## config.mk

```make
export PLATFORM = sky130hd
export DESIGN_NAME = exec_core
export DESIGN_NICKNAME = d
export VERILOG_FILES = /design/src/hw/exec_pkg.sv /design/src/hw/issue_stage.sv /design/src/hw/alu_unit.sv /design/src/hw/mul_unit.sv /design/src/hw/writeback_arbiter.sv /design/src/hw/exec_core.sv
export SDC_FILE = /design/constraint.sdc
export NUM_CORES = 2
export LEC_CHECK = 0
export ABC_AREA = 1
export BUFFER_PORTS_ARGS = -buffer_cell sky130_fd_sc_hd__buf_2
export CORE_ASPECT_RATIO = 1.5
export CORE_MARGIN = 10
export CORE_UTILIZATION = 45
export CTS_CLUSTER_DIAMETER = 100
export DETAILED_ROUTE_END_ITERATION = 7
export GPL_ROUTABILITY_DRIVEN = 0
export PLACE_DENSITY = 0.6
export SLEW_MARGIN = 30
export SYNTH_ARGS = -nofsm -noshare
export SYNTH_HDL_FRONTEND = slang
export SYNTH_SLANG_ARGS = --single-unit
```

## constraint.sdc

```tcl
create_clock -name clk -period 11.78 [get_ports clk]
set_input_delay 0 -clock clk [delete_from_list [all_inputs] [get_ports clk]]
set_output_delay 0 -clock clk [all_outputs]
set_load 0.05 [all_outputs]
```

## src/hw/exec_pkg.sv

```systemverilog
// Shared types for the execution back end
// Opcode enum and execution unit select enum
`default_nettype none

package exec_pkg;

    // Opcodes, ALU group first, multiplier group after
    typedef enum logic [3:0] {
        OP_ADD    = 4'd0,
        OP_SUB    = 4'd1,
        OP_AND    = 4'd2,
        OP_OR     = 4'd3,
        OP_XOR    = 4'd4,
        OP_SLT    = 4'd5,
        OP_SLTU   = 4'd6,
        OP_SLL    = 4'd7,
        OP_SRL    = 4'd8,
        OP_SRA    = 4'd9,
        OP_MUL    = 4'd10,
        OP_MULH   = 4'd11,
        OP_MULHSU = 4'd12,
        OP_MULHU  = 4'd13
    } op_t;

    // Target unit of a held instruction
    typedef enum logic {
        UNIT_ALU = 1'b0,
        UNIT_MUL = 1'b1
    } unit_sel_t;

endpackage

`default_nettype wire

```

## src/hw/issue_stage.sv

```systemverilog
// One-entry issue register with unit steering
`timescale 1ns/10ps
`default_nettype none

module issue_stage
    import exec_pkg::*;
#(
    parameter int XLEN     = 32,
    parameter int ID_WIDTH = 3
) (
    input  logic                clk,
    input  logic                arst_n,
    input  logic                issue_valid,
    output logic                issue_ready,
    input  op_t                 issue_op,
    input  logic [XLEN-1:0]     issue_rs1,
    input  logic [XLEN-1:0]     issue_rs2,
    input  logic [ID_WIDTH-1:0] issue_id,
    output logic                alu_valid,
    input  logic                alu_ready,
    output logic                mul_valid,
    input  logic                mul_ready,
    output op_t                 unit_op,
    output logic [XLEN-1:0]     unit_rs1,
    output logic [XLEN-1:0]     unit_rs2,
    output logic [ID_WIDTH-1:0] unit_id
);

    logic      entry_valid;
    unit_sel_t entry_sel;
    logic      accept;
    logic      unit_take;

    assign accept    = issue_valid && issue_ready;
    assign unit_take = (alu_valid && alu_ready) || (mul_valid && mul_ready);

    // Entry frees up in the same cycle its unit takes it
    assign issue_ready = !entry_valid || unit_take;

    assign alu_valid = entry_valid && (entry_sel == UNIT_ALU);
    assign mul_valid = entry_valid && (entry_sel == UNIT_MUL);

    always_ff @(posedge clk or negedge arst_n) begin
        if (!arst_n) begin
            entry_valid <= 1'b0;
        end else if (accept) begin
            entry_valid <= 1'b1;
        end else if (unit_take) begin
            entry_valid <= 1'b0;
        end
    end

    // Held instruction, steered by opcode class
    always_ff @(posedge clk) begin
        if (accept) begin
            entry_sel <= (issue_op inside {OP_MUL, OP_MULH, OP_MULHSU, OP_MULHU}) ?
                         UNIT_MUL : UNIT_ALU;
            unit_op   <= issue_op;
            unit_rs1  <= issue_rs1;
            unit_rs2  <= issue_rs2;
            unit_id   <= issue_id;
        end
    end

    ////////////////////////////////////////////////////////////////////
    // Assertions
    a_legal_op : assert property (@(posedge clk) disable iff (!arst_n)
        accept |-> issue_op inside {[OP_ADD:OP_MULHU]})
        else $error("issue_stage: accepted an unused opcode %0d", issue_op);

endmodule

`default_nettype wire

```

## src/hw/alu_unit.sv

```systemverilog
// Single-cycle integer ALU
// Result and id held in a register until the arbiter acknowledges
`timescale 1ns/10ps
`default_nettype none

module alu_unit
    import exec_pkg::*;
#(
    parameter int XLEN     = 32,
    parameter int ID_WIDTH = 3
) (
    input  logic                clk,
    input  logic                arst_n,
    input  logic                valid,
    output logic                ready,
    input  op_t                 op,
    input  logic [XLEN-1:0]     rs1,
    input  logic [XLEN-1:0]     rs2,
    input  logic [ID_WIDTH-1:0] id,
    output logic                done,
    output logic [XLEN-1:0]     result,
    output logic [ID_WIDTH-1:0] done_id,
    input  logic                ack
);

    logic [4:0]      shamt;
    logic [XLEN-1:0] alu_out;
    logic            take;

    assign shamt = rs2[4:0];
    assign take  = valid && ready;

    // Free when nothing is held or the held result leaves this cycle
    assign ready = !done || ack;

    ////////////////////////////////////////////////////////////////////
    // Datapath
    always_comb begin
        case (op)
            OP_ADD:  alu_out = rs1 + rs2;
            OP_SUB:  alu_out = rs1 - rs2;
            OP_AND:  alu_out = rs1 & rs2;
            OP_OR:   alu_out = rs1 | rs2;
            OP_XOR:  alu_out = rs1 ^ rs2;
            OP_SLT:  alu_out = {{(XLEN-1){1'b0}}, $signed(rs1) < $signed(rs2)};
            OP_SLTU: alu_out = {{(XLEN-1){1'b0}}, rs1 < rs2};
            OP_SLL:  alu_out = rs1 << shamt;
            OP_SRL:  alu_out = rs1 >> shamt;
            // Sign bit shifted in
            OP_SRA:  alu_out = $unsigned($signed(rs1) >>> shamt);
            default: alu_out = '0;
        endcase
    end

    ////////////////////////////////////////////////////////////////////
    // Result register
    always_ff @(posedge clk or negedge arst_n) begin
        if (!arst_n) begin
            done <= 1'b0;
        end else if (take) begin
            done <= 1'b1;
        end else if (ack) begin
            done <= 1'b0;
        end
    end

    always_ff @(posedge clk) begin
        if (take) begin
            result  <= alu_out;
            done_id <= id;
        end
    end

    a_ack_needs_done : assert property (@(posedge clk) disable iff (!arst_n)
        ack |-> done)
        else $error("alu_unit: ack without a held result");

endmodule

`default_nettype wire

```

## src/hw/mul_unit.sv

```systemverilog
// Two-stage multiplier pipeline
// Stage 1 forms the full product, stage 2 picks the half and holds it
`timescale 1ns/10ps
`default_nettype none

module mul_unit
    import exec_pkg::*;
#(
    parameter int XLEN     = 32,
    parameter int ID_WIDTH = 3
) (
    input  logic                clk,
    input  logic                arst_n,
    input  logic                valid,
    output logic                ready,
    input  op_t                 op,
    input  logic [XLEN-1:0]     rs1,
    input  logic [XLEN-1:0]     rs2,
    input  logic [ID_WIDTH-1:0] id,
    output logic                done,
    output logic [XLEN-1:0]     result,
    output logic [ID_WIDTH-1:0] done_id,
    input  logic                ack
);

    logic                  rs1_signed;
    logic                  rs2_signed;
    logic signed [XLEN:0]  rs1_ext;
    logic signed [XLEN:0]  rs2_ext;
    logic [2*XLEN-1:0]     product;

    logic                  s1_valid;
    op_t                   s1_op;
    logic [ID_WIDTH-1:0]   s1_id;
    logic [2*XLEN-1:0]     s1_product;

    logic                  take;
    logic                  s2_free;
    logic                  s1_move;

    ////////////////////////////////////////////////////////////////////
    // Operand extension by opcode
    assign rs1_signed = (op == OP_MULH) || (op == OP_MULHSU);
    assign rs2_signed = (op == OP_MULH);
    assign rs1_ext    = {rs1_signed & rs1[XLEN-1], rs1};
    assign rs2_ext    = {rs2_signed & rs2[XLEN-1], rs2};
    assign product    = rs1_ext * rs2_ext;

    // A stage moves on only into an empty or emptying stage
    assign s2_free = !done || ack;
    assign s1_move = s1_valid && s2_free;
    assign ready   = !s1_valid || s2_free;
    assign take    = valid && ready;

    ////////////////////////////////////////////////////////////////////
    // Stage 1
    always_ff @(posedge clk or negedge arst_n) begin
        if (!arst_n) begin
            s1_valid <= 1'b0;
        end else if (take) begin
            s1_valid <= 1'b1;
        end else if (s1_move) begin
            s1_valid <= 1'b0;
        end
    end

    always_ff @(posedge clk) begin
        if (take) begin
            s1_op      <= op;
            s1_id      <= id;
            s1_product <= product;
        end
    end

    ////////////////////////////////////////////////////////////////////
    // Stage 2, held until acknowledged
    always_ff @(posedge clk or negedge arst_n) begin
        if (!arst_n) begin
            done <= 1'b0;
        end else if (s1_move) begin
            done <= 1'b1;
        end else if (ack) begin
            done <= 1'b0;
        end
    end

    always_ff @(posedge clk) begin
        if (s1_move) begin
            result  <= (s1_op == OP_MUL) ? s1_product[XLEN-1:0] :
                                           s1_product[2*XLEN-1:XLEN];
            done_id <= s1_id;
        end
    end

    a_ack_needs_done : assert property (@(posedge clk) disable iff (!arst_n)
        ack |-> done)
        else $error("mul_unit: ack without a held result");

    // A stalled instruction must wait unchanged at the input
    a_stall_stable : assert property (@(posedge clk) disable iff (!arst_n)
        valid && !ready |=> valid && $stable(id) && $stable(op))
        else $error("mul_unit: offered instruction changed while stalled");

endmodule

`default_nettype wire

```

## src/hw/writeback_arbiter.sv

```systemverilog
// Fixed-priority writeback arbiter, multiplier over ALU
// Registered single writeback port
`timescale 1ns/10ps
`default_nettype none

module writeback_arbiter #(
    parameter int XLEN     = 32,
    parameter int ID_WIDTH = 3
) (
    input  logic                clk,
    input  logic                arst_n,
    input  logic                alu_done,
    input  logic [XLEN-1:0]     alu_result,
    input  logic [ID_WIDTH-1:0] alu_id,
    output logic                alu_ack,
    input  logic                mul_done,
    input  logic [XLEN-1:0]     mul_result,
    input  logic [ID_WIDTH-1:0] mul_id,
    output logic                mul_ack,
    output logic                wb_valid,
    output logic [ID_WIDTH-1:0] wb_id,
    output logic [XLEN-1:0]     wb_data
);

    logic grant;

    // Multiplier always wins, ALU only when it is alone
    assign mul_ack = mul_done;
    assign alu_ack = alu_done && !mul_done;
    assign grant   = mul_ack || alu_ack;

    always_ff @(posedge clk or negedge arst_n) begin
        if (!arst_n) begin
            wb_valid <= 1'b0;
        end else begin
            wb_valid <= grant;
        end
    end

    always_ff @(posedge clk) begin
        if (grant) begin
            wb_id   <= mul_ack ? mul_id : alu_id;
            wb_data <= mul_ack ? mul_result : alu_result;
        end
    end

    ////////////////////////////////////////////////////////////////////
    // Assertions
    // A losing ALU result waits unchanged for its turn
    a_alu_hold : assert property (@(posedge clk) disable iff (!arst_n)
        alu_done && !alu_ack |=> alu_done && $stable(alu_id) && $stable(alu_result))
        else $error("writeback_arbiter: stalled ALU result changed before ack");

endmodule

`default_nettype wire

```

## src/hw/exec_core.sv

```systemverilog
// Execution back end top level
// Issue stage, ALU, multiplier and writeback arbiter
`timescale 1ns/10ps
`default_nettype none

module exec_core
    import exec_pkg::*;
#(
    parameter int XLEN     = 32,
    parameter int ID_WIDTH = 3
) (
    input  logic                clk,
    input  logic                arst_n,
    input  logic                issue_valid,
    output logic                issue_ready,
    input  op_t                 issue_op,
    input  logic [XLEN-1:0]     issue_rs1,
    input  logic [XLEN-1:0]     issue_rs2,
    input  logic [ID_WIDTH-1:0] issue_id,
    output logic                wb_valid,
    output logic [ID_WIDTH-1:0] wb_id,
    output logic [XLEN-1:0]     wb_data
);

    ////////////////////////////////////////////////////////////////////
    // Unit issue lines, shared operands
    logic                alu_valid;
    logic                alu_ready;
    logic                mul_valid;
    logic                mul_ready;
    op_t                 unit_op;
    logic [XLEN-1:0]     unit_rs1;
    logic [XLEN-1:0]     unit_rs2;
    logic [ID_WIDTH-1:0] unit_id;

    // Unit writeback lines
    logic                alu_done;
    logic [XLEN-1:0]     alu_result;
    logic [ID_WIDTH-1:0] alu_done_id;
    logic                alu_ack;
    logic                mul_done;
    logic [XLEN-1:0]     mul_result;
    logic [ID_WIDTH-1:0] mul_done_id;
    logic                mul_ack;

    issue_stage #(.XLEN(XLEN), .ID_WIDTH(ID_WIDTH)) i_issue_stage (
        .clk         (clk),
        .arst_n      (arst_n),
        .issue_valid (issue_valid),
        .issue_ready (issue_ready),
        .issue_op    (issue_op),
        .issue_rs1   (issue_rs1),
        .issue_rs2   (issue_rs2),
        .issue_id    (issue_id),
        .alu_valid   (alu_valid),
        .alu_ready   (alu_ready),
        .mul_valid   (mul_valid),
        .mul_ready   (mul_ready),
        .unit_op     (unit_op),
        .unit_rs1    (unit_rs1),
        .unit_rs2    (unit_rs2),
        .unit_id     (unit_id)
    );

    alu_unit #(.XLEN(XLEN), .ID_WIDTH(ID_WIDTH)) i_alu_unit (
        .clk     (clk),
        .arst_n  (arst_n),
        .valid   (alu_valid),
        .ready   (alu_ready),
        .op      (unit_op),
        .rs1     (unit_rs1),
        .rs2     (unit_rs2),
        .id      (unit_id),
        .done    (alu_done),
        .result  (alu_result),
        .done_id (alu_done_id),
        .ack     (alu_ack)
    );

    mul_unit #(.XLEN(XLEN), .ID_WIDTH(ID_WIDTH)) i_mul_unit (
        .clk     (clk),
        .arst_n  (arst_n),
        .valid   (mul_valid),
        .ready   (mul_ready),
        .op      (unit_op),
        .rs1     (unit_rs1),
        .rs2     (unit_rs2),
        .id      (unit_id),
        .done    (mul_done),
        .result  (mul_result),
        .done_id (mul_done_id),
        .ack     (mul_ack)
    );

    writeback_arbiter #(.XLEN(XLEN), .ID_WIDTH(ID_WIDTH)) i_writeback_arbiter (
        .clk        (clk),
        .arst_n     (arst_n),
        .alu_done   (alu_done),
        .alu_result (alu_result),
        .alu_id     (alu_done_id),
        .alu_ack    (alu_ack),
        .mul_done   (mul_done),
        .mul_result (mul_result),
        .mul_id     (mul_done_id),
        .mul_ack    (mul_ack),
        .wb_valid   (wb_valid),
        .wb_id      (wb_id),
        .wb_data    (wb_data)
    );

endmodule

`default_nettype wire

```

Yosys cells after proc, flatten, opt, wreduce, memory -nomap -nowiden --
Index checks and enable logic that the tools add are counted.
Word-level totals: flip-flop bits (word level) 253, output and inout bits 37, word-level logic and storage cells 77
Operators by class: add/sub/neg operators 2, multiply operators 1, $lt $le $gt $ge 2, equal/unequal tests 16, shift operators 3, mux-type cells 11, bitwise operators 6, reductions and logical operators 17
Operator list (count):
- case mux 32 bit (10 select lines) | 1
- < comparator 32 bit | 2
- multiplier 33 x 33 -> 64 bit | 1
- 2-to-1 mux 32 bit | 2
- == test 4 bit, second input constant | 9
- adder 32 bit | 1
- AND 32 bit | 1
- OR 32 bit | 1
- << shifter 32 x 5 -> 32 bit | 1
- >> shifter 32 x 5 -> 32 bit | 1
- >>> shifter 32 x 5 -> 32 bit | 1
- subtractor 32 bit | 1
- XOR 32 bit | 1
- == test 4 x 3 -> 1 bit, second input constant | 4
- == test 4 x 2 -> 1 bit, second input constant | 2
- 2-to-1 mux 1 bit | 7
- logical AND 1 bit | 5
- logical OR 1 bit | 5
- == test 4 x 1 -> 1 bit, second input constant | 1
- zero test 4 bit | 1
- nonzero test 2 bit | 2
- nonzero test 4 bit | 1
- zero test 1 bit | 3
- 2-to-1 mux 3 bit | 1
- 2 further kinds | 3

Depth between registers and ports, before layout --
depth in word-level cells 8, depth in mapped cells 36, mapped depth without buffers 35

Cells and area by module --
From an unflattened synthesis, not the netlist that was laid out.
Second synthesis, totals: cells, all modules 7538, area total of the unflattened synthesis 58383.5 um^2
Modules (own cells, without submodules):
- mul_unit | times used 1, cells each 5139, area each 43395.4 um^2, sequential area each 3233.1 um^2
- alu_unit | times used 1, cells each 2157, area each 11118.2 um^2, sequential area each 1076.0 um^2
- issue_stage | times used 1, cells each 89, area each 2268.4 um^2, sequential area each 2187.1 um^2
- writeback_arbiter | times used 1, cells each 153, area each 1601.5 um^2, sequential area each 1076.0 um^2

Worst setup path after synthesis --
No wires, ideal clock.
path kind register to register, start point register i_issue_stage.unit_op[1], end point register i_mul_unit.s1_product[63], data pin, library setup time 0.253 ns, arrival time 7.644 ns, required time 11.527 ns, path slack 3.883 ns, stages on the path, launching flop included 29, buffers on the path 1, period minus slack after synthesis 7.897 ns, cell sequence edfxtp_1 -> nor2_2 -> nand2_1 -> nand2_4 -> nand2_1 -> clkbuf_1 -> nor2_1 -> fa_1 -> inv_1 -> fa_1 -> fa_1 -> inv_1 -> fa_1 -> inv_1 -> fa_1 -> fa_1 -> inv_1 -> fa_1 -> inv_1 -> fa_1 -> inv_1 -> ha_1 -> inv_1 -> nor3_1 -> nand2_1 -> nor3_1 -> a21oi_1 -> nand3_1 -> nand2_1
On the way: cells in the longest elaborated chain, start to end 4, elaborated cells on any way between the ends 6, classes of those cells mul (1); eq/ne (2); bitwise (2); reduce/logical (1)
RTL lines:
- start, declared | line issue_stage.sv:23 | output op_t unit_op,
- start signal, assigned | line issue_stage.sv:58 | unit_op <= issue_op;
- == test 4 bit (on tied branches) | line mul_unit.sv:43, mul_unit.sv:44
- logical OR 1 bit | line mul_unit.sv:43 | assign rs1_signed = (op == OP_MULH) || (op == OP_MULHSU);
- AND 1 bit | line mul_unit.sv:45 | assign rs1_ext = {rs1_signed & rs1[XLEN-1], rs1};
- multiplier 33 x 33 -> 64 bit (*) | line mul_unit.sv:47 | assign product = rs1_ext * rs2_ext;
- named net i_mul_unit.product[63] | line mul_unit.sv:30 | logic [2*XLEN-1:0] product;
- end signal, assigned | line mul_unit.sv:71 | s1_product <= product;
- end, declared | line mul_unit.sv:35 | logic [2*XLEN-1:0] s1_product;
Mark *: on every way through the listed nets, which the timed path passes. The rest lies on a longest branch. A chain may end at the register's enable or synchronous reset.

Worst setup path in the final report --
Same ends and word-level chain as after synthesis.

==> results.yml <==
outcome:
  outcome: "finished, final reports clean"
detailed_routing:
  dr_total_vias: 50320
  firstDrtPassIters: 7
  drt_iter0_markers: 5196
  routed_wl_microns: 223100
  post_drt_wl_per_cell_microns: 24.36
  drc: 0
  via_per_inst: 5.494
  ant_nets: 0
cells_and_area:
  fin_cells: 9159
  drive_gt1_share_pct: 5.011
  final_nets: 8937
  area_growth_syn_to_layout_pct: 6.156
  fillCellCount: 12750
worst_setup_path:
  crit_fanout: 20
  crit_type: "register to register"
  cp_data_required_time_ns: 12.19
  worst_setup_path_start_kind: "register"
  worst_setup_path_end_kind: "register"
  cp.arrival_ns: 9.84
clock_tree:
  clk_latency_ns: 0.64
  ctsRootBufferMaster: "clkbuf_16"
  cts_resized: 0
  cts_made_buffers: 24
  cts_tree: "built"
  clk_pin_slew_ns: 0.11
  clk_path_buf_depth: 3
  cts_sinks: 253
  htreeDepth: 1
floorplanning:
  die_h_microns: 460.4
  ioPinCount: 111
  start_util_pct: 45.28
  core_sq_mm: 0.1285
  rows: 161
  die_w_microns: 313.6
  dieArea_sq_mm: 0.1444
sta:
  maxSlewHeadroom_pct: 36.16
  postLayoutSetupSlackWorst_ns: 2.351
  finalSetupViolCount: 0
  rsz0062_at_grt: "no"
  finalHoldViolCount: 0
  setup_tns_ns: 0
  slew_violations: 0
  finalCritPeriodShare_pct: 80.04
  fin_worst_skew_ns: 0.04447
  max_clock_freq_mhz: 106.1
  period_minus_slack_ns: 9.429
  tightestPinTransition_ns: 0.9566
yosys:
  synth_area_leader_cell: "fa_1"
  synth-async-reset-ratio_pct: 1.976
  synth_top_area_share_pct: 38.77
  ys_warn_count: 0
  syn_area_sq_mm: 0.05819
  syn-mean-instance-area_sq_um: 7.797
  ys_seq_elements: 253
  synth_nets: 8974
  ys.flop_type: "edfxtp_1"
  synth_most_common_cell: "nand2_1"
  synth_area_leaders: "fa_1 39%, nand2_1 13%, edfxtp_1 13%"
  synth_common_cells: "2076 x nand2_1, 1879 x inv_1, 1127 x fa_1"
  synth_edf_count: 248
  syn_inst: 7464
  ys_types: 51
  seq_area_frac_synth_pct: 13.01
flow_run:
  max-cap-violations: 0
placed_design:
  place_ws_ns: 2.374
  placedCellCount: 9036
  hpwl_microns: 174800
  port_buffers: 110
grt:
  first_global_vias: 53200
  grt_pass1_wl_microns: 334100
  antenna_found_initial: 9
  grt_overflow: 0
  grt_max_degree: 106
  grt.total_usage_pct: 31.23
hold_path:
  min_path_type: "input port to register"
path summary, 6_finish.rpt:
| check | start | end | slack [ns] | cells past startpoint |
|---|---|---|---|---|
| max | i_issue_stage.unit_op[1] | i_mul_unit.s1_product[63] | 2.35 | 27 |
| min | issue_rs2[19] | i_issue_stage.unit_rs2[19] | 0.08 | 2 |
| max reg2reg | i_issue_stage.unit_op[1] | i_mul_unit.s1_product[63] | 2.35 | 27 |
| min reg2reg | i_mul_unit.s1_id[1] | i_mul_unit.done_id[1] | 0.42 | 0 |
| max in group asynchronous | arst_n | i_writeback_arbiter.wb_valid | 11.25 | 3 |
| min in group asynchronous | arst_n | i_mul_unit.s1_valid | 0.32 | 3 |
kinds of logic after synthesis:
| family | count (synthesis) | share of synthesized area, % |
|---|---|---|
| and+or+nand+nor | 3001 | 21.08 |
| buffers and inverters | 2248 | 14.84 |
| adders and majority gates | 1436 | 45.41 |
| AOI/OAI and AO/OA | 445 | 4.298 |
| DFF | 253 | 13.01 |
| xor gates and xnor gates | 49 | 0.7375 |
| muxes | 32 | 0.6192 |
cell type report:
class / count / area (sq um) / area share [%]
clock buffers: 27 / 631.9 / 1.023
diodes: 5 / 12.51 / 0.02025
flip-flops and latches: 253 / 7572 / 12.26
repair buffers: 276 / 2031 / 3.287
clock inverters: 15 / 210.2 / 0.3403
well taps: 1711 / 2141 / 3.465
inverters: 1909 / 7171 / 11.61
multi-input cells: 4963 / 42010 / 68.00
worst max-delay path, stage by stage, from the launching register on:
cell	delay [ns]
edfxtp_1	0.50
nor2_2	0.25
nand2_1	0.12
nand2_4	0.19
nand2_1	0.45
nor2_1	0.45
fa_1	0.45
inv_1	0.25
fa_1	0.49
fa_1	0.77
inv_1	0.27
fa_1	1.06
inv_1	0.37
fa_1	0.54
fa_1	0.54
inv_1	0.05
fa_1	0.48
inv_1	0.05
fa_1	0.47
inv_1	0.05
ha_1	0.39
inv_1	0.08
nor3_1	0.29
nand2_1	0.16
nor3_1	0.25
a21oi_1	0.10
nand3_1	0.08
nand2_1	0.05
metal layers:
layer | track usage [%] | wire (microns)
met5 | 0 | 82
met1 | 32.83 | 72160
met3 | 5.536 | 18200
met4 | 29.03 | 26670
met2 | 52.74 | 106000
timing repair:
item | CTS | global route
hold endpoints to repair | 92 | 0
hold buffers | 74 | 0
setup buffers | 0 | 0
layout by cell type, fill, tap and decap left out, types with 105 or more instances in the layout:
cell type / n
ha_1: 309
fa_1: 1127
buf_2: 110
nor2_1: 305
nand3_1: 465
nand2_1: 2076
a21oi_1: 201
edfxtp_1: 248
inv_1: 1878
o21ai_0: 105
state kept, by name, indices dropped and copies added (netlist names), 3 cells and up:
signal                       count
i_alu_unit.done_id               3
i_alu_unit.result               32
i_issue_stage.unit_id            3
i_issue_stage.unit_op            4
i_issue_stage.unit_rs1          32
i_issue_stage.unit_rs2          32
i_mul_unit.done_id               3
i_mul_unit.result               32
i_mul_unit.s1_id                 3
i_mul_unit.s1_op                 4
i_mul_unit.s1_product           64
i_writeback_arbiter.wb_data     32
i_writeback_arbiter.wb_id        3
stage by stage:
| stage | util [%] | hold WS, ns | area [sq um] |
|---|---|---|---|
| after CTS | 48.02 | 0.06463 | 61720 |
| after global placement | 46.79 | -0.1805 | 60140 |
| after global routing | 48.06 | 0.09087 | 61770 |
| final | 48.07 | 0.08204 | 61780 |
| after detailed placement | 46.79 | -0.1802 | 60140 |
| after floorplan | - | -0.2956 | 58190 |
Power is left out: the tool's default activity adds up to more than one toggle a clock period on the data nets, which glitch-free logic cannot reach.
